### src/rtl/dcache_params.svh
// --------------------
// data cache geometry
// sizes and widths shared by package and RTL
// --------------------

`ifndef DCACHE_PARAMS_SVH
`define DCACHE_PARAMS_SVH

// organisation
`define DC_WAYS    2
`define DC_SETS    16
`define DC_WORDS   4   // words per line

// field widths
`define DC_INDEX_W 4
`define DC_WSEL_W  2
`define DC_TAG_W   24

// datapath
`define DC_WORD_W  32
`define DC_BE_W    4   // one enable per byte
`define DC_ADDR_W  32  // byte address

`endif
### src/rtl/dcache_pkg.sv
// --------------------
// data cache types
// request, response and way command structs, FSM states
// --------------------

`include "dcache_params.svh"

package dcache_pkg;

    typedef logic [`DC_WORD_W-1:0] word_t;

    // line is word-addressable, word 0 in the low bits
    typedef logic [`DC_WORDS-1:0][`DC_WORD_W-1:0] line_t;

    typedef struct packed {
        logic                   op;     // 1 = store
        logic [`DC_TAG_W-1:0]   tag;
        logic [`DC_INDEX_W-1:0] index;
        logic [`DC_WSEL_W-1:0]  wsel;
        logic [`DC_BE_W-1:0]    be;
        word_t                  wdata;
    } cpu_req_t;

    typedef struct packed {
        logic  done;
        word_t rdata;
    } cpu_rsp_t;

    // write command into one way
    typedef struct packed {
        logic                   meta_en;  // tag, valid and dirty
        logic [`DC_BE_W-1:0]    be;
        logic [`DC_INDEX_W-1:0] index;
        logic [`DC_WSEL_W-1:0]  wsel;
        logic [`DC_TAG_W-1:0]   tag;
        logic                   dirty;
        word_t                  wdata;
    } way_wr_t;

    typedef struct packed {
        logic                 valid;
        logic                 dirty;
        logic [`DC_TAG_W-1:0] tag;
        line_t                line;
    } way_rd_t;

    typedef enum logic [2:0] {
        IDLE,
        LOOKUP,
        WRITEBACK,
        REFILL_REQ,
        REFILL
    } ctrl_state_t;

endpackage

### src/rtl/dcache_ctrl.sv
// --------------------
// dcache controller
// FSM, request buffer, way write commands,
// memory requests and the done response
// --------------------

`include "dcache_params.svh"

module dcache_ctrl
    import dcache_pkg::*;
(
    input  logic                   clk,
    input  logic                   rst_n,
    // cpu side
    input  logic                   cpu_req_valid_i,
    input  cpu_req_t               cpu_req_i,
    output logic                   cpu_req_ready_o,
    output cpu_rsp_t               cpu_rsp_o,
    // memory side
    output logic                   mem_wr_req_o,
    output logic [`DC_ADDR_W-1:0]  mem_wr_addr_o,
    output line_t                  mem_wr_line_o,
    input  logic                   mem_wr_rdy_i,
    output logic                   mem_rd_req_o,
    output logic [`DC_ADDR_W-1:0]  mem_rd_addr_o,
    input  logic                   mem_rd_rdy_i,
    input  logic                   mem_rd_valid_i,
    input  word_t                  mem_rd_data_i,
    // ways
    output logic [`DC_INDEX_W-1:0] rd_index_o,
    output way_wr_t                way_wr_o [`DC_WAYS],
    // way select
    input  logic                   hit_i,
    input  logic                   hit_way_i,
    input  word_t                  rd_word_i,
    input  logic                   victim_way_i,
    input  way_rd_t                victim_i,
    output logic [`DC_TAG_W-1:0]   tag_o,
    output logic [`DC_INDEX_W-1:0] index_o,
    output logic [`DC_WSEL_W-1:0]  wsel_o,
    output logic                   lru_touch_o
);

    localparam int OFS_W = `DC_ADDR_W - `DC_TAG_W - `DC_INDEX_W;

    ctrl_state_t              state_q;
    ctrl_state_t              state_d;
    cpu_req_t                 req_q;
    logic                     victim_q;           // way picked at the miss
    logic [`DC_WSEL_W:0]      refill_cnt_q;       // msb set = all words in
    logic                     done_q;
    word_t                    rdata_q;

    logic accept;
    logic lookup_hit;
    logic refill_wr;

    assign accept     = (state_q == IDLE) && cpu_req_valid_i;
    assign lookup_hit = (state_q == LOOKUP) && hit_i;
    assign refill_wr  = (state_q == REFILL) && mem_rd_valid_i && !refill_cnt_q[`DC_WSEL_W];

    // --------------------
    // next state
    // --------------------
    always_comb begin
        state_d = state_q;
        case (state_q)
            IDLE:       if (cpu_req_valid_i) state_d = LOOKUP;
            LOOKUP: begin
                if (hit_i) begin
                    state_d = IDLE;
                end else if (victim_i.valid && victim_i.dirty) begin
                    state_d = WRITEBACK;
                end else begin
                    state_d = REFILL_REQ;
                end
            end
            WRITEBACK:  if (mem_wr_rdy_i) state_d = REFILL_REQ;
            REFILL_REQ: if (mem_rd_rdy_i) state_d = REFILL;
            REFILL:     if (refill_cnt_q[`DC_WSEL_W]) state_d = LOOKUP;  // replay
            default:    state_d = IDLE;
        endcase
    end

    always_ff @(posedge clk or negedge rst_n) begin
        if (!rst_n) begin
            state_q      <= IDLE;
            victim_q     <= 1'b0;
            refill_cnt_q <= '0;
            done_q       <= 1'b0;
        end else begin
            state_q <= state_d;
            done_q  <= lookup_hit;
            if (state_q == LOOKUP && !hit_i) begin
                victim_q <= victim_way_i;
            end
            if (state_q == REFILL_REQ) begin
                refill_cnt_q <= '0;
            end else if (refill_wr) begin
                refill_cnt_q <= refill_cnt_q + 1'b1;
            end
        end
    end

    // request buffer and read data
    always_ff @(posedge clk) begin
        if (accept) begin
            req_q <= cpu_req_i;
        end
        if (lookup_hit) begin
            rdata_q <= rd_word_i;
        end
    end

    // --------------------
    // way write commands
    // --------------------
    always_comb begin
        for (int w = 0; w < `DC_WAYS; w++) begin
            way_wr_o[w]       = '0;
            way_wr_o[w].index = req_q.index;
            way_wr_o[w].tag   = req_q.tag;
            if (lookup_hit && req_q.op && hit_way_i == 1'(w)) begin
                way_wr_o[w].meta_en = 1'b1;        // store hit marks the line dirty
                way_wr_o[w].dirty   = 1'b1;
                way_wr_o[w].be      = req_q.be;
                way_wr_o[w].wsel    = req_q.wsel;
                way_wr_o[w].wdata   = req_q.wdata;
            end else if (refill_wr && victim_q == 1'(w)) begin
                way_wr_o[w].be      = '1;
                way_wr_o[w].wsel    = refill_cnt_q[`DC_WSEL_W-1:0];
                way_wr_o[w].wdata   = mem_rd_data_i;
                // last word also installs the tag, clean
                way_wr_o[w].meta_en = (refill_cnt_q[`DC_WSEL_W-1:0] == '1);
            end
        end
    end

    // --------------------
    // outputs
    // --------------------
    assign rd_index_o  = (state_q == IDLE) ? cpu_req_i.index : req_q.index;
    assign tag_o       = req_q.tag;
    assign index_o     = req_q.index;
    assign wsel_o      = req_q.wsel;
    assign lru_touch_o = lookup_hit;

    assign cpu_req_ready_o = (state_q == IDLE);
    assign cpu_rsp_o.done  = done_q;
    assign cpu_rsp_o.rdata = rdata_q;

    // requests held by the state until the handshake edge
    assign mem_wr_req_o  = (state_q == WRITEBACK);
    assign mem_wr_addr_o = {victim_i.tag, req_q.index, {OFS_W{1'b0}}};
    assign mem_wr_line_o = victim_i.line;
    assign mem_rd_req_o  = (state_q == REFILL_REQ);
    assign mem_rd_addr_o = {req_q.tag, req_q.index, {OFS_W{1'b0}}};

endmodule

### config.mk
export PLATFORM = sky130hd
export DESIGN_NAME = dcache_ctrl
export DESIGN_NICKNAME = d
export VERILOG_FILES = /design/src/rtl/dcache_pkg.sv /design/src/rtl/dcache_ctrl.sv
export VERILOG_INCLUDE_DIRS = /design/src /design/src/rtl
export SDC_FILE = /design/constraint.sdc
export NUM_CORES = 1
export LEC_CHECK = 0
export ABC_AREA = 1
export BUFFER_PORTS_ARGS = -buffer_cell sky130_fd_sc_hd__clkbuf_2
export CAP_MARGIN = 20
export CORE_AREA = 4 4 270 272
export DETAILED_ROUTE_END_ITERATION = 12
export DIE_AREA = 0 0 274 276
export PLACE_DENSITY_LB_ADDON = 0.05
export SLEW_MARGIN = 20
export SYNTH_ARGS = -nofsm -noshare
export SYNTH_HDL_FRONTEND = slang
export SYNTH_SLANG_ARGS = --single-unit
### constraint.sdc
create_clock -name clk -period 4.8 [get_ports clk]
set_clock_uncertainty 0.15 [all_clocks]
set_input_delay 0 -clock clk [delete_from_list [all_inputs] [get_ports clk]]
set_output_delay 0 -clock clk [all_outputs]
set_load 0.05 [all_outputs]
# [Word-level counts from Yosys, hierarchy flattened]
# Cells that the tools add are included.
[totals] regBits=107 input_bits=294 output_inout_bits=399 word_cells=63
[op_classes] add_sub_neg=1 n_eq_ne=9 mux=24 bitwise=2 reduce_logical=16
[op_table] op="two-way mux 32 bit" n=4
[op_table] op="two-way mux 5 bit" n=4
[op_table] op="two-way mux 3 bit" n=6
[op_table] op="one-hot mux 3 bit (5 select lines)" n=1
[op_table] op="logical AND 1 bit" n=11
[op_table] op="two-way mux 2 bit" n=5
[op_table] op="== test 3 x 2 -> 1 bit (second input constant)" n=2
[op_table] op="two-way mux 4 bit" n=1
[op_table] op="inequality test 2 x 1 -> 1 bit (second input constant)" n=2
[op_table] op="inequality test 2 bit (second input constant)" n=2
[op_table] op="AND reduction 4 bit" n=1
[op_table] op="adder 3 x 1 -> 3 bit (second input constant)" n=1
[op_table] op="== test 3 x 1 -> 1 bit (second input constant)" n=1
[op_table] op="== test 3 bit (second input constant)" n=1
[op_table] op="zero test 3 bit" n=1
[op_table] op="two-way mux 1 bit" n=3
[op_table] op="== test 2 bit (second input constant)" n=1
[op_table] op="zero test 1 bit" n=2
[op_table] op="inverter 1 bit" n=2
[op_table] op="nonzero test 2 bit" n=1

# [Longest topological paths before layout]
# Gate-level depths: netlist (run 1).
[depth] word_depth=6 depth_mapped=7 ltp_nobuf=7

# [Worst setup path before layout (run 1)]
# OpenSTA, ideal clock, no wires.
[synth_timing] kind="flip-flop to flip-flop" startpoint="reg state_q[1]" endpoint="reg req_q (netlist bit index_o[0]), enable pin" setup_time_ns=0.493 arrival_time_ns=4.526 required_ns=4.157 path_slack_ns=-0.369 stages_incl_launch_ff=6 path_buffers=0 cell_sequence="dfrtp_1 nor2_4 inv_1 nor2_1 inv_1 nor2_1"
[synth_between] elab_chain_len=2
[synth_rtl] element="from (decl)" line="dcache_ctrl.sv:46" text="ctrl_state_t state_q;"
[synth_rtl] element="from (signal assigned)" line="dcache_ctrl.sv:92" text="state_q <= state_d;"
[synth_rtl] element="zero test 3 bit"
[synth_rtl] element="via cpu_req_ready_o" line="dcache_ctrl.sv:17" text="output logic cpu_req_ready_o,"
[synth_rtl] element="logical AND 1 bit" line="dcache_ctrl.sv:58" text="assign accept = (state_q == IDLE) && cpu_req_valid_i;"
[synth_rtl] element="via accept" line="dcache_ctrl.sv:54" text="logic accept;"
[synth_rtl] element="to (signal assigned)" line="dcache_ctrl.sv:108" text="req_q <= cpu_req_i;"
[synth_rtl] element="to (decl)" line="dcache_ctrl.sv:48" text="cpu_req_t req_q;"
# The timed path passes the listed nets, and every way through them passes these cells.
# A chain may end at the register's enable or synchronous reset.

==> results_dict.tcl, run 1 <==
set metrics [dict create \
    numPlacedInstances 1710 \
    clkTransAtPathRegs_ns 0.09 \
    ir_drop_mv 0.179 \
    final.setup.worst_slack_ns 1.96 \
    grt_util_all_layers_pct 9.69 \
    intPower_mw 2.25 \
    wirelength_mm 38.7 \
    p_per_area_nw_per_um2 478 \
    crit_path_max_fanout 32 \
    layout_commonest_cell "clkbuf_2" \
    hold_path.class "in -> reg" \
    max_cap_violations 0 \
    portBuffers 380 \
    critical_path_class "reg -> out" \
    dpl_cell_area_um2 7670 \
    finalNonFillerCells 1994 \
    postRouteAntennaNets 0 \
    grt.overflow.total 0 \
    fin_crit_sh_pct 59.2 \
    yosysWarnings 0 \
    hold_viol_final 0 \
    post-dp-hpwl_mm 30.5 \
    wl_per_cell_um 19.4 \
    routed.top_layer "met5" \
    drc 0 \
    grt_max_degree 44 \
    synthesis.area_um2 6790 \
    ff2ff_setup_slack_ns 2.11 \
    setup_viol 0 \
    ctsHtreeMaxLevel 3 \
    min_period_ns 2.84 \
    die_w_um 274 \
    ctsRootBufferMaster "clkbuf_16" \
    rsz0062_at_grt "no" \
    drive_above_1_share_pct 43.1 \
    synth_top_area_cell "edfxtp_1" \
    end_kind "output pin" \
    syn_to_final_growth_pct 56.7 \
    dp_slack_ns 2.00 \
    grt_first_pass_wirelength_mm 50.8 \
    met3_length_mm 3.57 \
    dr_total_vias 5604 \
    grt_pass1_vias 6076 \
    design_area_um2 10600 \
    final_net_count 1329 \
    swShare_pct 55.7 \
    clk_latency_ns 0.39 \
    cts_buffers 9 \
    synth_cells 662 \
    gp_congestion 0.668 \
    via_per_inst 2.81 \
    cp.arrival_ns 2.69 \
    layout_common_cells "clkbuf_2, dlygate4sd3_1, edfxtp_1, nand2_1, inv_1" \
    cts_tree "built" \
    drt-met1-wl_mm 13.2 \
    synth_top_area_share_pct 43.8 \
    core_area_um2 70800 \
    yosys-top-cells-area "edfxtp_1, buf_4, nand2_1, o21ai_2, inv_1" \
    fin_util_pct 15.0 \
    start_kind "flip-flop" \
    yosysSeqAreaShare_pct 46.7 \
    antenna_found_initial 14 \
    combinationalPowerShare_pct 53.9 \
    pin_count 693 \
    p_clk_share_pct 17.6 \
    switching_power_mw 2.83 \
    slew_viol_final 0 \
    cts_buffer_depth 2 \
    avgSynthCellArea_um2 10.3 \
    fin_setup_tns_ns 0 \
    row_count 98 \
    dr.first_iter.drc_count 145 \
    synthDistinctLibCells 22 \
    drt_pass1_iterations 4 \
    initial_core_util_pct 9.60 \
    fmax_ghz 0.352 \
    slew_headroom_pct 47.8 \
    cts.sinks 107 \
    required_ns 4.65 \
    pwr-share-seq_pct 28.6 \
    synth-seq-cells 107 \
    leakagePower_nw 4.66 \
    status "finished clean" \
    die_area_um2 75600 \
    cts_resized 0 \
    fp.dieH_um 276 \
    met2_wirelength_mm 21.5 \
    worst_pin_slew_ns 0.782 \
]
-- logic make-up (layout without fill, tap and decap cells) --
group / Yosys count / count (layout) / synth area share [%]
flip-flops: 107 / 107 / 46.7
adder cells (fa/ha/maj): 1 / 1 / 0.184
buffers and inverters: 351 / 721 / 36.7
AO/OA/AOI/OAI: 84 / 84 / 8.25
other: 1 / 13 / 0.0552
AND/OR/NAND/NOR: 118 / 118 / 8.09
-- cell type report --
class,instances,area (um2)
fill,8056,60100
timing repair buffer,647,4560
sequential,107,3170
tap,950,1190
multi-input combinational,211,1160
clock buffer,9,225
inverter,58,218
clock inverter,7,103
antenna,5,12.5
-- sequential cells by signal, summed over array words and instances, names as in the netlist, 2 cells and up --
signal and count:
req_q 37, rdata_q 32, index_o 4, refill_cnt_q 3, state_q 3, tag_o 24
wsel_o 2
-- stage by stage --
stage                     power [mW]  hold WS [ns]
after floorplan                 3.72        -0.446
after global placement          3.85        -0.243
after detailed placement        3.83        -0.243
after CTS                       5.25        0.0442
after global routing            5.37         0.115
final                           5.08        0.0596
-- critical path, cell delays in order, from the launching register on --
cell and delay (ns):
dfrtp_1 0.47, inv_2 0.09, nand3_2 0.14, nor2_4 0.19, nand3_4 0.49, buf_4 0.43
o21ai_2 0.14, clkbuf_2 0.29
-- synthesized netlist by cell type, drive strengths merged --
| cell | instances |
|---|---|
| buf | 293 |
| edfxtp | 99 |
| nand2 | 98 |
| o21ai | 82 |
| inv | 58 |
| nor2 | 10 |
| nand3 | 9 |
| dfrtp | 8 |
| a21oi | 1 |
| conb | 1 |
| ha | 1 |
| nand4 | 1 |
| o22ai | 1 |
-- what timing repair did --
item / CTS / global route
hold buffers: 263 / 0
endpoints found under the hold margin: 266 / 0
setup buffers: 0 / 0
-- routing by layer --
metal / up-vias / track usage, %
met2: 320 / 19.2
met4: 16 / 1.70
met3: 31 / 3.82
li1: 2587 / -
met1: 2650 / 9.45
met5: - / 0
-- worst paths after layout --
kind                                      start              end  cells after the start
worst max-delay path                 state_q[2]     way_wr_o[28]                      7
worst min-delay path            cpu_req_valid_i       state_q[2]                      7
worst max register to register       state_q[1]        tag_o[15]                      6
worst min register to register  refill_cnt_q[2]  refill_cnt_q[2]                      2
max in group asynchronous                 rst_n         victim_q                      3
min in group asynchronous                 rst_n           done_q                      3
-- power groups by stage --
stage / clock [mW] / sequential [mW] / combinational (mW)
3_3_place_gp: 0 / 1.49 / 2.36
3_5_place_dp: 0 / 1.49 / 2.34
5_1_grt: 0.996 / 1.49 / 2.88
4_1_cts: 0.974 / 1.48 / 2.81
6_report: 0.893 / 1.45 / 2.74
2_1_floorplan: 0 / 1.58 / 2.14
Note: power is estimated with default switching activity, not from simulation.
==> run 2: changes to the inputs <==
==> constraint.sdc (replaced) <==
create_clock -name clk -period 2.75 [get_ports clk]
set_clock_uncertainty 0.15 [all_clocks]
set_input_delay 0 -clock clk [delete_from_list [all_inputs] [get_ports clk]]
set_output_delay 0 -clock clk [all_outputs]
set_load 0.05 [all_outputs]
==> run 2 against run 1 <==
  * Final area is 10% higher
  * Highest routed layer unchanged
  * Clock power is 74% higher
  * Cell count rose by 0.30%
  * Critical path depth unchanged
  * Global-route usage about the same
  * Core utilization grew 1.5 points
  * Largest power group unchanged
  * Combinational power up 90%
  * Non-clock buffer count rose by 8
  * Clock-buffer cell count unchanged
  * Worst hold slack improved by 0.015 ns
==> results_dict.tcl, run 2 (synthesized netlist as in run 1, its figures left out) <==
set metrics [dict create \
    post-dp-hpwl_mm 30.5 \
    die_area_um2 75600 \
    max_cap_violations 0 \
    status "finished clean" \
    rsz0062_at_grt "yes" \
    die_w_um 274 \
    post_cts_buffers 0 \
    power_mw 9.28 \
    crit_path_max_fanout 22 \
    cts_tree "built" \
    largest_register "req_q" \
    combinationalPowerShare_pct 56.2 \
    holdCritStartpoint "cpu_req_valid_i" \
    required_ns 2.60 \
    start_kind "flip-flop" \
    postRouteAntennaNets 0 \
    end_kind "output pin" \
    initial_core_util_pct 9.60 \
    pin_count 693 \
    intPower_mw 4.22 \
    grt_max_degree 39 \
    clk_latency_ns 0.40 \
    cts_buffers 9 \
    fp.dieH_um 276 \
    layout_common_cells "clkbuf_2, dlygate4sd3_1, edfxtp_1, nand2_1, buf_12" \
    worst_pin_slew_ns 0.588 \
    row_count 98 \
    fin_crit_sh_pct 91.5 \
    critical_path_class "reg -> out" \
    hold_path.class "in -> reg" \
    grt_util_all_layers_pct 9.72 \
    slew_headroom_pct 60.7 \
    setup.worst_path.start "state_q[0]" \
    cts.sinks 107 \
    ctsHtreeMaxLevel 3 \
    drive_above_1_share_pct 43.7 \
    drc 0 \
    syn_to_final_growth_pct 72.4 \
    grt_pass1_vias 6313 \
    gp_congestion 0.662 \
    slew_viol_final 0 \
    grt_first_pass_wirelength_mm 51.0 \
    cts_buffer_depth 2 \
    grt.overflow.total 0 \
    fmax_ghz 0.397 \
    p_clk_share_pct 16.7 \
    drt_pass1_iterations 4 \
    clkTransAtPathRegs_ns 0.10 \
    largest_reg_flops 37 \
    pwr-share-seq_pct 27.1 \
    swShare_pct 54.5 \
    cp.arrival_ns 2.37 \
    dr_total_vias 5648 \
    wl_per_cell_um 19.4 \
    ir_drop_mv 0.295 \
    fin_setup_tns_ns 0 \
    ctsRootBufferMaster "clkbuf_16" \
    final_net_count 1337 \
    wirelength_mm 38.7 \
    setup_viol 0 \
    via_per_inst 2.82 \
    rr_startpoint "state_q[0]" \
    dr.first_iter.drc_count 140 \
    core_area_um2 70800 \
    portBuffers 380 \
    hold-worst-slack_ns 0.0742 \
    hold_viol_final 0 \
    switching_power_mw 5.06 \
    min_period_ns 2.52 \
    r2r_cells 9 \
    p_per_area_nw_per_um2 793 \
    leakagePower_nw 4.94 \
    hold_path_depth 4 \
    layout_commonest_cell "clkbuf_2" \
    antenna_found_initial 17 \
]
[run 2: layer usage]
metal	GRT usage, %	wire (um)	vias to the layer above
li1	-	-	2611
met5	0	135	-
met2	18.8	21100	328
met1	9.17	12700	2646
met4	1.83	461	18
met3	4.83	4360	45
[run 2: power by group through the flow]
stage	registers, mW	logic, mW	clock network (mW)
after floorplan	2.75	3.75	0
after global placement	2.59	4.55	0
after detailed placement	2.59	4.50	0
after CTS	2.55	5.34	1.71
after global routing	2.58	5.48	1.73
final	2.52	5.21	1.55
[run 2: worst paths after layout]
check	endpoint	slack [ns]
setup / recovery	way_wr_o[80]	0.23
hold / removal	index_o[3]	0.07
setup reg to reg	state_q[1]	0.28
hold reg to reg	refill_cnt_q[1]	0.44
max in group asynchronous	refill_cnt_q[1]	1.66
min in group asynchronous	done_q	0.46
[run 2: stage by stage]
stage | instance area, um2 | cells | utilization (%) | setup slack, ns
final | 11700 | 2000 | 16.5 | 0.232
after global placement | 8730 | 1717 | 12.3 | 0.570
after global routing | 11700 | 2000 | 16.5 | -0.0152
after CTS | 11700 | 1997 | 16.5 | 0.0417
after detailed placement | 8730 | 1717 | 12.3 | 0.552
after floorplan | 6830 | 669 | - | -0.00101
[run 2: layout make-up]
cell class              instances  area [um2]
repair buffers                655        5620
clock inverters                 7         104
flip-flops and latches        107        3170
clock buffers                   9         225
fillers                      7912       59000
inverters                      58         218
multi-input cells             211        1170
diodes                          3        7.51
well taps                     950        1190
[run 2: worst max-delay path, cell delays in order (launching register included)]
cell and delay, ns:
dfrtp_1 0.47, nor2_4 0.17, nand4_4 0.21, nor2_8 0.45
buf_4 0.25, nand2_1 0.07, o21ai_1 0.15, buf_12 0.17
[run 2: what timing repair did]
item,CTS,global route
resized for setup,0,2
hold buffers,264,0
endpoints found under the hold margin,267,0
endpoints found under the setup margin,0,4
