===== config.mk =====
export PLATFORM = sky130hd
export DESIGN_NAME = dcache_way_select
export DESIGN_NICKNAME = d
export VERILOG_FILES = /design/src/rtl/dcache_pkg.sv /design/src/rtl/dcache_way_select.sv
export VERILOG_INCLUDE_DIRS = /design/src /design/src/rtl
export SDC_FILE = /design/constraint.sdc
export NUM_CORES = 1
export LEC_CHECK = 0
export ABC_CLOCK_PERIOD_IN_PS = 4500
export BUFFER_PORTS_ARGS = -buffer_cell sky130_fd_sc_hd__buf_2
export CELL_PAD_IN_SITES_DETAIL_PLACEMENT = 0
export CELL_PAD_IN_SITES_GLOBAL_PLACEMENT = 2
export CORE_AREA = 2 2 208 210
export DETAILED_ROUTE_END_ITERATION = 10
export DIE_AREA = 0 0 210 212
export GPL_ROUTABILITY_DRIVEN = 0
export GPL_TIMING_DRIVEN = 0
export PLACE_DENSITY_LB_ADDON = 0.1
export SLEW_MARGIN = 20
export SYNTH_ARGS = -nofsm -noshare
export SYNTH_HDL_FRONTEND = slang
export SYNTH_SLANG_ARGS = --single-unit

===== constraint.sdc =====
create_clock -name clk -period 4.5 [get_ports clk]
set_clock_uncertainty 0.05 [all_clocks]
set_input_delay 1.35 -clock clk [delete_from_list [all_inputs] [get_ports clk]]
set_output_delay 1.35 -clock clk [all_outputs]
set_load 0.05 [all_outputs]

===== src/rtl/dcache_params.svh =====
// --------------------
// data cache geometry
// sizes and widths shared by package and RTL
// --------------------

`ifndef DCACHE_PARAMS_SVH
`define DCACHE_PARAMS_SVH

// organisation
`define DC_WAYS    2
`define DC_SETS    16
`define DC_WORDS   4   // words per line

// field widths
`define DC_INDEX_W 4
`define DC_WSEL_W  2
`define DC_TAG_W   24

// datapath
`define DC_WORD_W  32
`define DC_BE_W    4   // one enable per byte
`define DC_ADDR_W  32  // byte address

`endif

===== src/rtl/dcache_pkg.sv =====
// --------------------
// data cache types
// request, response and way command structs, FSM states
// --------------------

`include "dcache_params.svh"

package dcache_pkg;

    typedef logic [`DC_WORD_W-1:0] word_t;

    // line is word-addressable, word 0 in the low bits
    typedef logic [`DC_WORDS-1:0][`DC_WORD_W-1:0] line_t;

    typedef struct packed {
        logic                   op;     // 1 = store
        logic [`DC_TAG_W-1:0]   tag;
        logic [`DC_INDEX_W-1:0] index;
        logic [`DC_WSEL_W-1:0]  wsel;
        logic [`DC_BE_W-1:0]    be;
        word_t                  wdata;
    } cpu_req_t;

    typedef struct packed {
        logic  done;
        word_t rdata;
    } cpu_rsp_t;

    // write command into one way
    typedef struct packed {
        logic                   meta_en;  // tag, valid and dirty
        logic [`DC_BE_W-1:0]    be;
        logic [`DC_INDEX_W-1:0] index;
        logic [`DC_WSEL_W-1:0]  wsel;
        logic [`DC_TAG_W-1:0]   tag;
        logic                   dirty;
        word_t                  wdata;
    } way_wr_t;

    typedef struct packed {
        logic                 valid;
        logic                 dirty;
        logic [`DC_TAG_W-1:0] tag;
        line_t                line;
    } way_rd_t;

    typedef enum logic [2:0] {
        IDLE,
        LOOKUP,
        WRITEBACK,
        REFILL_REQ,
        REFILL
    } ctrl_state_t;

endpackage


===== src/rtl/dcache_way_select.sv =====
// --------------------
// dcache way select
// tag compare, word mux, per-set LRU and victim choice
// --------------------

`include "dcache_params.svh"

module dcache_way_select
    import dcache_pkg::*;
(
    input  logic                   clk,
    input  logic                   rst_n,
    input  way_rd_t                ways_i [`DC_WAYS],
    input  logic [`DC_TAG_W-1:0]   tag_i,
    input  logic [`DC_INDEX_W-1:0] index_i,
    input  logic [`DC_WSEL_W-1:0]  wsel_i,
    input  logic                   lru_touch_i,
    output logic                   hit_o,
    output logic                   hit_way_o,
    output word_t                  rd_word_o,
    output logic                   victim_way_o,
    output way_rd_t                victim_o
);

    // bit per set names the way to evict next
    logic [`DC_SETS-1:0] lru_q;

    // --------------------
    // hit detection
    // --------------------
    always_comb begin
        hit_o     = 1'b0;
        hit_way_o = 1'b0;
        for (int w = 0; w < `DC_WAYS; w++) begin
            if (ways_i[w].valid && (ways_i[w].tag == tag_i)) begin
                hit_o     = 1'b1;
                hit_way_o = 1'(w);
            end
        end
    end

    assign rd_word_o = ways_i[hit_way_o].line[wsel_i];

    // --------------------
    // victim choice
    // --------------------
    always_comb begin
        victim_way_o = lru_q[index_i];
        // lowest invalid way wins over LRU
        for (int w = `DC_WAYS - 1; w >= 0; w--) begin
            if (!ways_i[w].valid) begin
                victim_way_o = 1'(w);
            end
        end
    end

    assign victim_o = ways_i[victim_way_o];

    // --------------------
    // LRU update
    // --------------------
    always_ff @(posedge clk or negedge rst_n) begin
        if (!rst_n) begin
            lru_q <= '0;
        end else if (lru_touch_i) begin
            lru_q[index_i] <= ~hit_way_o;  // other way becomes oldest
        end
    end

endmodule


== After elaboration in Yosys (flattened, before gate mapping) ==
Cells that the tools add are included.

* Order comparisons: 5
* Equality and inequality tests: 2
* Mux-type cells: 18
* Bitwise logic cells: 3
* Reductions and logical operators: 3

{| class="wikitable"
|+ Operators by type and width
! kind !! count
|-
| two-way mux 154 bit || 3
|-
| two-way mux 128 bit || 3
|-
| binary-select mux 32 bit (select 2 bit) || 1
|-
| equality test 24 bit || 2
|-
| two-way mux 32 bit || 1
|-
| bitwise mux 16 bit || 1
|-
| two-way mux 1 bit || 7
|-
| < comparator 4 x 5 -> 1 bit, second input constant || 1
|-
| binary-select mux 1 bit (select 4 bit) || 1
|-
| demux 1 bit (select 4 bit) || 1
|-
| greater-or-equal comparator 2 bit, second input constant || 2
|-
| greater-or-equal comparator 4 x 1 -> 1 bit, second input constant || 1
|-
| inverter 1 -> 2 bit || 2
|-
| logical AND 1 bit || 3
|-
| < comparator 2 x 3 -> 1 bit, second input constant || 1
|-
| inverter 1 bit || 1
|}

* Register bits after elaboration: 16
* Bits of input ports: 341
* Output and inout bits: 189
* Word-level logic and storage cells: 32

== Depth between registers and ports, before layout ==
Gate-level depths: netlist of the first run.

* Word-level depth: 9
* Mapped depth: 9
* Depth with buffers taken out: 7

== Least setup slack after synthesis of the first run ==
No wires, ideal clock.

* Kind: input -> output
* Start: in ways_i[150] in the netlist's numbering
* End: out rd_word_o[10]
* Data arrival time: 4.213 ns
* Setup slack: -1.113 ns
* Stages: 9
* Path buffers: 2
* Cell sequence: xnor2_1 > nand4_1 > nor4_2 > nand2_1 > inv_2 > buf_2 > clkbuf_1 > a211oi_1 > nor4_1

* Word-level cells in the longest chain between the ends: 9

{| class="wikitable"
|+ Ends and longest elaborated chain
! item !! RTL line !! text
|-
| start: declaration || dcache_way_select.sv:13 || <nowiki>input way_rd_t ways_i [`DC_WAYS],</nowiki>
|-
| equality test 24 bit || dcache_way_select.sv:35 || <nowiki>if (ways_i[w].valid && (ways_i[w].tag == tag_i)) begin</nowiki>
|-
| logical AND 1 bit || dcache_way_select.sv:35 ||
|-
| two-way mux 1 bit || dcache_way_select.sv:35 ||
|-
| inverter 1 -> 2 bit (implied by the code) || dcache_way_select.sv:42 || <nowiki>assign rd_word_o = ways_i[hit_way_o].line[wsel_i];</nowiki>
|-
| two-way mux 128 bit (implied by the code) (3 in a row) || dcache_way_select.sv:42 ||
|-
| binary-select mux 32 bit (select 2 bit) || dcache_way_select.sv:42 ||
|-
| two-way mux 32 bit (implied by the code) || dcache_way_select.sv:42 ||
|-
| end: declaration || dcache_way_select.sv:20 || <nowiki>output word_t rd_word_o,</nowiki>
|}

No other way between the ends. The select of a mux whose other input is x is not followed.

==> results.py, run 1 <==
metrics = {
    "run_status": {
        "status": "finished with violations",
        "failed_checks": "negative setup slack",
    },
    "drt": {
        "postRouteAntennaNets": 0,
        "first_iter_violations": 267,
        "drc": 0,
        "firstDrtPassIters": 4,
        "wire_per_inst_microns": 26.8,
        "wirelength_microns": 49100,
        "via_per_inst": 4.46,
        "num_vias": 8161,
    },
    "worst_setup_path": {
        "cp_max_fo": 7,
        "end_kind": "output port",
        "crit_top_cell": "buf_12",
        "crit_required_ns": 3.10,
        "slowest_delay_ns": 0.50,
        "path_cells": "buf_12, mux4_2, mux2_4, nand2_2, o211ai_1, nand2_4, buf_12, buf_12, buf_16, mux2_4, buf_6",
        "cp_num_buf_inv": 5,
        "path_class": "input pin to output port",
        "arrival_ns": 3.54,
        "slowest_stage": "mux4_2",
        "cp-start-kind": "input pin",
        "crit_family": "multiplexers",
    },
    "cts": {
        "cts_max_path_buffers": 2,
        "clkTransAtPathRegs_ns": 0.05,
        "clock_latency_ns": 0.25,
        "clock_sinks": 16,
        "ctsHtreeMaxLevel": 1,
        "cts_root_buf": "clkbuf_16",
        "cts-buffers-inserted": 3,
        "cts_tree": "yes",
    },
    "floorplanning": {
        "die_width_microns": 210,
        "die_y_microns": 212,
        "die-area_sq_mm": 0.0445,
        "core_sq_mm": 0.0425,
        "boundaryPins": 530,
        "start_util_pct": 13.2,
        "row_count": 76,
    },
    "cells_and_area": {
        "drive_gt1_share_pct": 82.6,
        "seqCellArea_sq_um": 400,
        "final_core_util_pct": 34.5,
        "multi_input_area_sq_mm": 0.00721,
        "area_growth_pct": 161,
        "layout.cells.non_filler": 1828,
        "layout.cell_area.non_filler_sq_mm": 0.0147,
        "regMostFlops": "lru_q",
        "fillers": 4398,
        "largest_reg_flops": 16,
        "fin_nets": 1622,
        "reg_top3": "lru_q (16)",
    },
    "logic_synthesis": {
        "synth_edf_count": 0,
        "synth_commonest_cells": "a211oi_1 (128), a21boi_0 (128), mux2_2 (97)",
        "ys_seq_area_share_pct": 7.13,
        "yosys-top-cells-area": "mux2_2 (19%), a211oi_1 (17%), a21boi_0 (17%), mux2_1 (12%), dfrtp_1 (7.1%)",
        "synthArstFlopShare_pct": 100,
        "ys_seq_elements": 16,
        "syn-cell-area_sq_mm": 0.00562,
        "yosys_warnings": 0,
        "synth_area_leader_cell": "mux2_2",
        "synth_flop_cell": "dfrtp_1",
        "yosysTopAreaCellShare_pct": 19.4,
        "avgSynthCellArea_sq_um": 8.40,
        "syn_inst": 669,
        "syn-num-nets": 1010,
        "synth_cell_types": 34,
    },
    "pwr": {
        "internal_power_mw": 1.28,
        "clkPwrFrac_pct": 7.4,
        "p_switching_mw": 1.33,
        "p_per_area_mw_per_mm2": 178,
        "irDropWorstVdd_mv": 0.130,
        "p_sw_share_pct": 51.0,
        "power.share.sequential_pct": 7.1,
        "p_leak_nw": 6.39,
        "p_comb_share_pct": 85.5,
    },
    "sta": {
        "period_share_pct": 110,
        "finalMaxSlewViolations": 0,
        "period_needed_ns": 4.94,
        "relSlewSlack_pct": 32.1,
        "hold_viol": 0,
        "timing.fmax_mhz": 202,
        "setup_ws_ns": -0.439,
        "grt_setup_unrepaired": "yes",
        "final-setup-viol-count": 186,
        "tightest_slew_ns": 1.02,
    },
    "job": {
        "max-cap-violations": 0,
    },
    "placement": {
        "portBuffers": 527,
        "place_area_sq_mm": 0.0104,
        "place_ws_ns": -1.46,
        "dp_cells": 1742,
        "dp_hpwl_microns": 38600,
    },
    "global_route": {
        "grt_pass1_wl_microns": 66800,
        "track_usage_pct": 20.8,
        "grt_pass1_vias": 8820,
        "grt-ovfl-total": 0,
        "grt_max_degree": 17,
        "antenna_found_initial": 6,
    },
    "min_path": {
        "hold_class": "register to register",
    },
}
## cell usage in the layout (no fill, tap or decap), types with 2 or more instances in the layout
cell type	Yosys	layout
buf_2	7	337
mux2_4	0	146
buf_6	0	125
buf_4	9	74
a211oi_2	0	72
a21boi_0	128	62
a211oi_4	0	56
buf_12	0	42
buf_8	7	42
a21boi_2	0	40
nor4_4	0	33
clkbuf_16	0	33
xnor2_1	33	26
a21boi_1	0	22
nor2_1	22	22
dfrtp_1	16	16
xor2_1	15	15
a21oi_1	13	13
mux2_2	97	10
clkbuf_1	53	9
buf_16	0	8
clkbuf_2	0	7
nand4_1	7	7
clkbuf_8	0	7
xnor2_2	0	5
nand3_1	5	5
mux4_2	4	4
nand2_1	6	4
nand2b_1	4	4
a21boi_4	0	4
nor3_1	5	4
nor4_1	35	3
nand3b_1	3	3
diode_2	0	2
xnor2_4	0	2
clkbuf_4	0	2
## cell families after synthesis
kind of cell              count (synthesis)  synth area share [%]
buffers and inverters                    78                  7.37
xor gates and xnor gates                 48                  7.49
DFF                                      16                  7.13
AOI/OAI and AO/OA                       273                  35.9
muxes                                   161                  33.1
and+or+nand+nor                          93                  9.09
## worst paths after layout
path                       startpoint            to  slack [ns]  cells past startpoint
setup / recovery           index_i[0]  victim_o[14]       -0.44                     11
hold / removal               lru_q[4]      lru_q[4]        0.45                      1
setup reg to reg             lru_q[8]      lru_q[8]        3.70                      1
hold reg to reg              lru_q[4]      lru_q[4]        0.45                      1
max in group asynchronous       rst_n      lru_q[8]        3.13                      1
min in group asynchronous       rst_n     lru_q[14]        0.98                      1
## final cells by class
class / count / share of cell area, %
Multi-Input combinational cell: 575 / 49.2
Timing Repair Buffer: 609 / 34.6
Buffer: 73 / 8.04
Tap cell: 546 / 4.66
Sequential cell: 16 / 2.73
Clock buffer: 4 / 0.605
Inverter: 2 / 0.136
Timing Repair inverter: 1 / 0.0426
Antenna cell: 2 / 0.0341
## routing by layer
metal	share of wire [%]	GRT usage, %
met5	0.11	0
met4	0.75	1.44
met3	4.6	2.92
met2	53	39.6
met1	42	25.7
## per-stage QoR
stage | TNS, ns | hold slack [ns] | total power [mW]
2_1_floorplan | -23.51 | 0.395 | 1.45
3_3_place_gp | -154.69 | 0.448 | 1.97
3_5_place_dp | -156.53 | 0.448 | 1.97
4_1_cts | -74.51 | 0.460 | 2.51
5_1_grt | -84.09 | 0.486 | 2.73
6_report | -70.30 | 0.453 | 2.61
## what timing repair did
item	4_1_cts	5_1_grt
setup endpoints to repair	188	187
cloned	24	6
endpoints found under the hold margin	0	0
buffers inserted	50	13
pin swaps	98	66
hold buffers	0	0
gates resized for setup	664	245
## power groups by stage
stage / Clock (mW) / Combinational (mW) / Sequential (mW)
finish: 0.194 / 2.24 / 0.185
global placement: 0 / 1.78 / 0.187
global route: 0.208 / 2.33 / 0.188
floorplan: 0 / 1.27 / 0.181
CTS: 0.201 / 2.12 / 0.185
detailed placement: 0 / 1.78 / 0.187
Note: power is estimated with default switching activity, not from simulation.
==> run 2, diff against run 1 <==
--- a/config.mk
+++ b/config.mk
@@ -6,15 +6,16 @@
 export SDC_FILE = /design/constraint.sdc
 export NUM_CORES = 1
 export LEC_CHECK = 0
-export ABC_CLOCK_PERIOD_IN_PS = 4500
+export ABC_CLOCK_PERIOD_IN_PS = 6100
 export BUFFER_PORTS_ARGS = -buffer_cell sky130_fd_sc_hd__buf_2
 export CELL_PAD_IN_SITES_DETAIL_PLACEMENT = 0
 export CELL_PAD_IN_SITES_GLOBAL_PLACEMENT = 2
-export CORE_AREA = 2 2 208 210
+export CORE_AREA = 2 2 204 206
 export DETAILED_ROUTE_END_ITERATION = 10
-export DIE_AREA = 0 0 210 212
+export DIE_AREA = 0 0 206 208
 export GPL_ROUTABILITY_DRIVEN = 0
 export GPL_TIMING_DRIVEN = 0
+export MAX_ROUTING_LAYER = met4
 export PLACE_DENSITY_LB_ADDON = 0.1
 export SLEW_MARGIN = 20
 export SYNTH_ARGS = -nofsm -noshare
==> constraint.sdc (replaced) <==
create_clock -name clk -period 6.1 [get_ports clk]
set_clock_uncertainty 0.05 [all_clocks]
set_input_delay 1.83 -clock clk [delete_from_list [all_inputs] [get_ports clk]]
set_output_delay 1.83 -clock clk [all_outputs]
set_load 0.05 [all_outputs]
==> run 2 against run 1 <==
Compared with the run above: the run now ends clean; flip-flop and latch count unchanged; sequential power down 26%; design area down 35%; via count shrank 5.1%; critical path depth stayed put; hold slack worse by 0.023 ns.
==> results.py, run 2 (synthesized netlist as in run 1, its figures left out) <==
metrics = {
    "run_status": {
        "status": "complete, no violations",
    },
    "pwr": {
        "clkPwrFrac_pct": 9.7,
        "p_sw_share_pct": 58.1,
        "p_comb_share_pct": 81.0,
        "power.share.sequential_pct": 9.3,
        "irDropWorstVdd_mv": 0.0772,
        "p_per_area_mw_per_mm2": 152,
        "p_leak_nw": 4.14,
        "internal_power_uw": 610,
        "p_switching_uw": 848,
    },
    "drt": {
        "first_iter_violations": 229,
        "drc": 0,
        "wirelength_microns": 43000,
        "num_vias": 7747,
        "firstDrtPassIters": 4,
        "via_per_inst": 4.46,
        "postRouteAntennaNets": 0,
        "wire_per_inst_microns": 24.8,
    },
    "cts": {
        "cts_max_path_buffers": 2,
        "clock_sinks": 16,
        "clock_latency_ns": 0.24,
        "ctsHtreeMaxLevel": 1,
        "cts_tree": "yes",
        "clkTransAtPathRegs_ns": 0.05,
        "holdBufCountCts": 0,
        "cts-buffers-inserted": 3,
        "cts_root_buf": "clkbuf_16",
    },
    "global_route": {
        "grt_max_degree": 17,
        "grt-ovfl-total": 0,
        "grt_pass1_vias": 8180,
        "grt_pass1_wl_microns": 59500,
        "track_usage_pct": 19.6,
        "antenna_found_initial": 0,
    },
    "sta": {
        "finalMaxSlewViolations": 0,
        "whs_ns": 0.430,
        "grt_setup_unrepaired": "yes",
        "period_share_pct": 98.1,
        "relSlewSlack_pct": 45.9,
        "setup_ws_ns": 0.116,
        "hold_viol": 0,
        "timing.fmax_mhz": 167,
        "final-setup-viol-count": 0,
        "tightest_slew_ns": 0.811,
        "period_needed_ns": 5.98,
    },
    "placement": {
        "place_ws_ns": -1.07,
        "place_area_sq_mm": 0.00912,
        "dp_hpwl_microns": 36700,
        "portBuffers": 527,
    },
    "cells_and_area": {
        "fillers": 4657,
        "final_cell_mix": "buf_2 (513), a21boi_0 (128), a211oi_1 (111)",
        "seqCellArea_sq_um": 400,
        "final_common_cell": "buf_2",
        "reg_top3": "lru_q (16)",
        "regMostFlops": "lru_q",
        "area_growth_pct": 70.3,
        "layout.cell_area.non_filler_sq_mm": 0.00956,
        "drive_gt1_share_pct": 62.5,
        "multi_input_area_sq_mm": 0.00513,
        "fin_nets": 1546,
        "largest_reg_flops": 16,
    },
    "floorplanning": {
        "die_width_microns": 206,
        "die_y_microns": 208,
        "die-area_sq_mm": 0.0428,
        "row_count": 74,
        "core_sq_mm": 0.0406,
        "start_util_pct": 13.8,
        "boundaryPins": 530,
    },
    "job": {
        "max-cap-violations": 0,
    },
    "worst_setup_path": {
        "crit_top_cell": "buf_4",
        "path_class": "input pin to output port",
        "path_cells": "buf_2, xnor2_2, nand4_1, nor4_4, buf_4, nand2_4, clkinv_8, clkbuf_2, a211oi_1, nor4_2, buf_4",
        "end_kind": "output port",
        "slowest_stage": "nor4_2",
        "slowest_delay_ns": 0.34,
        "cp-start-kind": "input pin",
        "cp_max_fo": 10,
        "crit_required_ns": 4.22,
        "arrival_ns": 4.10,
    },
    "min_path": {
        "hold_class": "register to register",
    },
}
run 2: cell types whose count changed in the layout (fill, tap and decap cells not counted), sizes merged:
cell	before	now
diode	2	1
inv	3	1
buf	628	557
clkbuf	58	54
clkinv	0	1
run 2: worst paths after layout:
check                            startpoint             to  slack (ns)  cells past startpoint
worst max-delay path            ways_i[145]  rd_word_o[15]        0.12                     11
worst min-delay path              lru_q[12]      lru_q[12]        0.43                      2
worst max register to register     lru_q[8]       lru_q[8]        5.31                      1
worst min register to register    lru_q[12]      lru_q[12]        0.43                      2
max in group asynchronous             rst_n       lru_q[0]        4.25                      1
min in group asynchronous             rst_n       lru_q[5]        1.46                      1
run 2: per-stage QoR:
stage / setup TNS, ns / power [mW] / util (%) / cells
global placement: -48.94 / 1.31 / 22.5 / 1728
global route: -0.0133 / 1.54 / 23.6 / 1736
finish: 0 / 1.46 / 23.6 / 1737
floorplan: 0 / 0.942 / - / 669
detailed placement: -44.59 / 1.31 / 22.5 / 1728
CTS: -0.0836 / 1.48 / 23.3 / 1735
run 2: metal layers:
layer | part of all wire [%] | GRT usage, % | up-vias
li1 | - | - | 3710
met1 | 42 | 23.8 | 3744
met2 | 52 | 36.1 | 282
met3 | 5.2 | 1.88 | 11
met4 | 0.43 | 1.21 | 0
met5 | 0 | - | -
run 2: power groups by stage:
stage                     Sequential [mW]  Combinational [mW]  Clock (mW)
after floorplan                     0.134               0.808           0
after global placement              0.137                1.18           0
after detailed placement            0.138                1.18           0
after CTS                           0.136                1.20       0.147
after global routing                0.139                1.25       0.150
final                               0.136                1.18       0.141
run 2: repair_timing:
| action | CTS | global route |
|---|---|---|
| pin swaps | 4 | 5 |
| resized for setup | 87 | 33 |
| endpoints found under the setup margin | 186 | 36 |
| setup buffers | 3 | 1 |
| cloned | 0 | 0 |
run 2: worst max-delay path, delay by kind of cell:
family | cells | cell delay (ns)
AND/OR/NAND/NOR | 4 | 0.97
buffers and inverters | 5 | 0.95
XOR/XNOR | 1 | 0.17
AO/OA/AOI/OAI | 1 | 0.17
run 2: final cells by class:
type / count / area share, %
plain buffers: 76 / 5.61
multi-input cells: 575 / 53.6
repair buffers: 531 / 28.5
inverters: 2 / 0.209
well taps: 532 / 6.96
clock buffers: 4 / 0.929
diodes: 1 / 0.0262
flip-flops and latches: 16 / 4.19
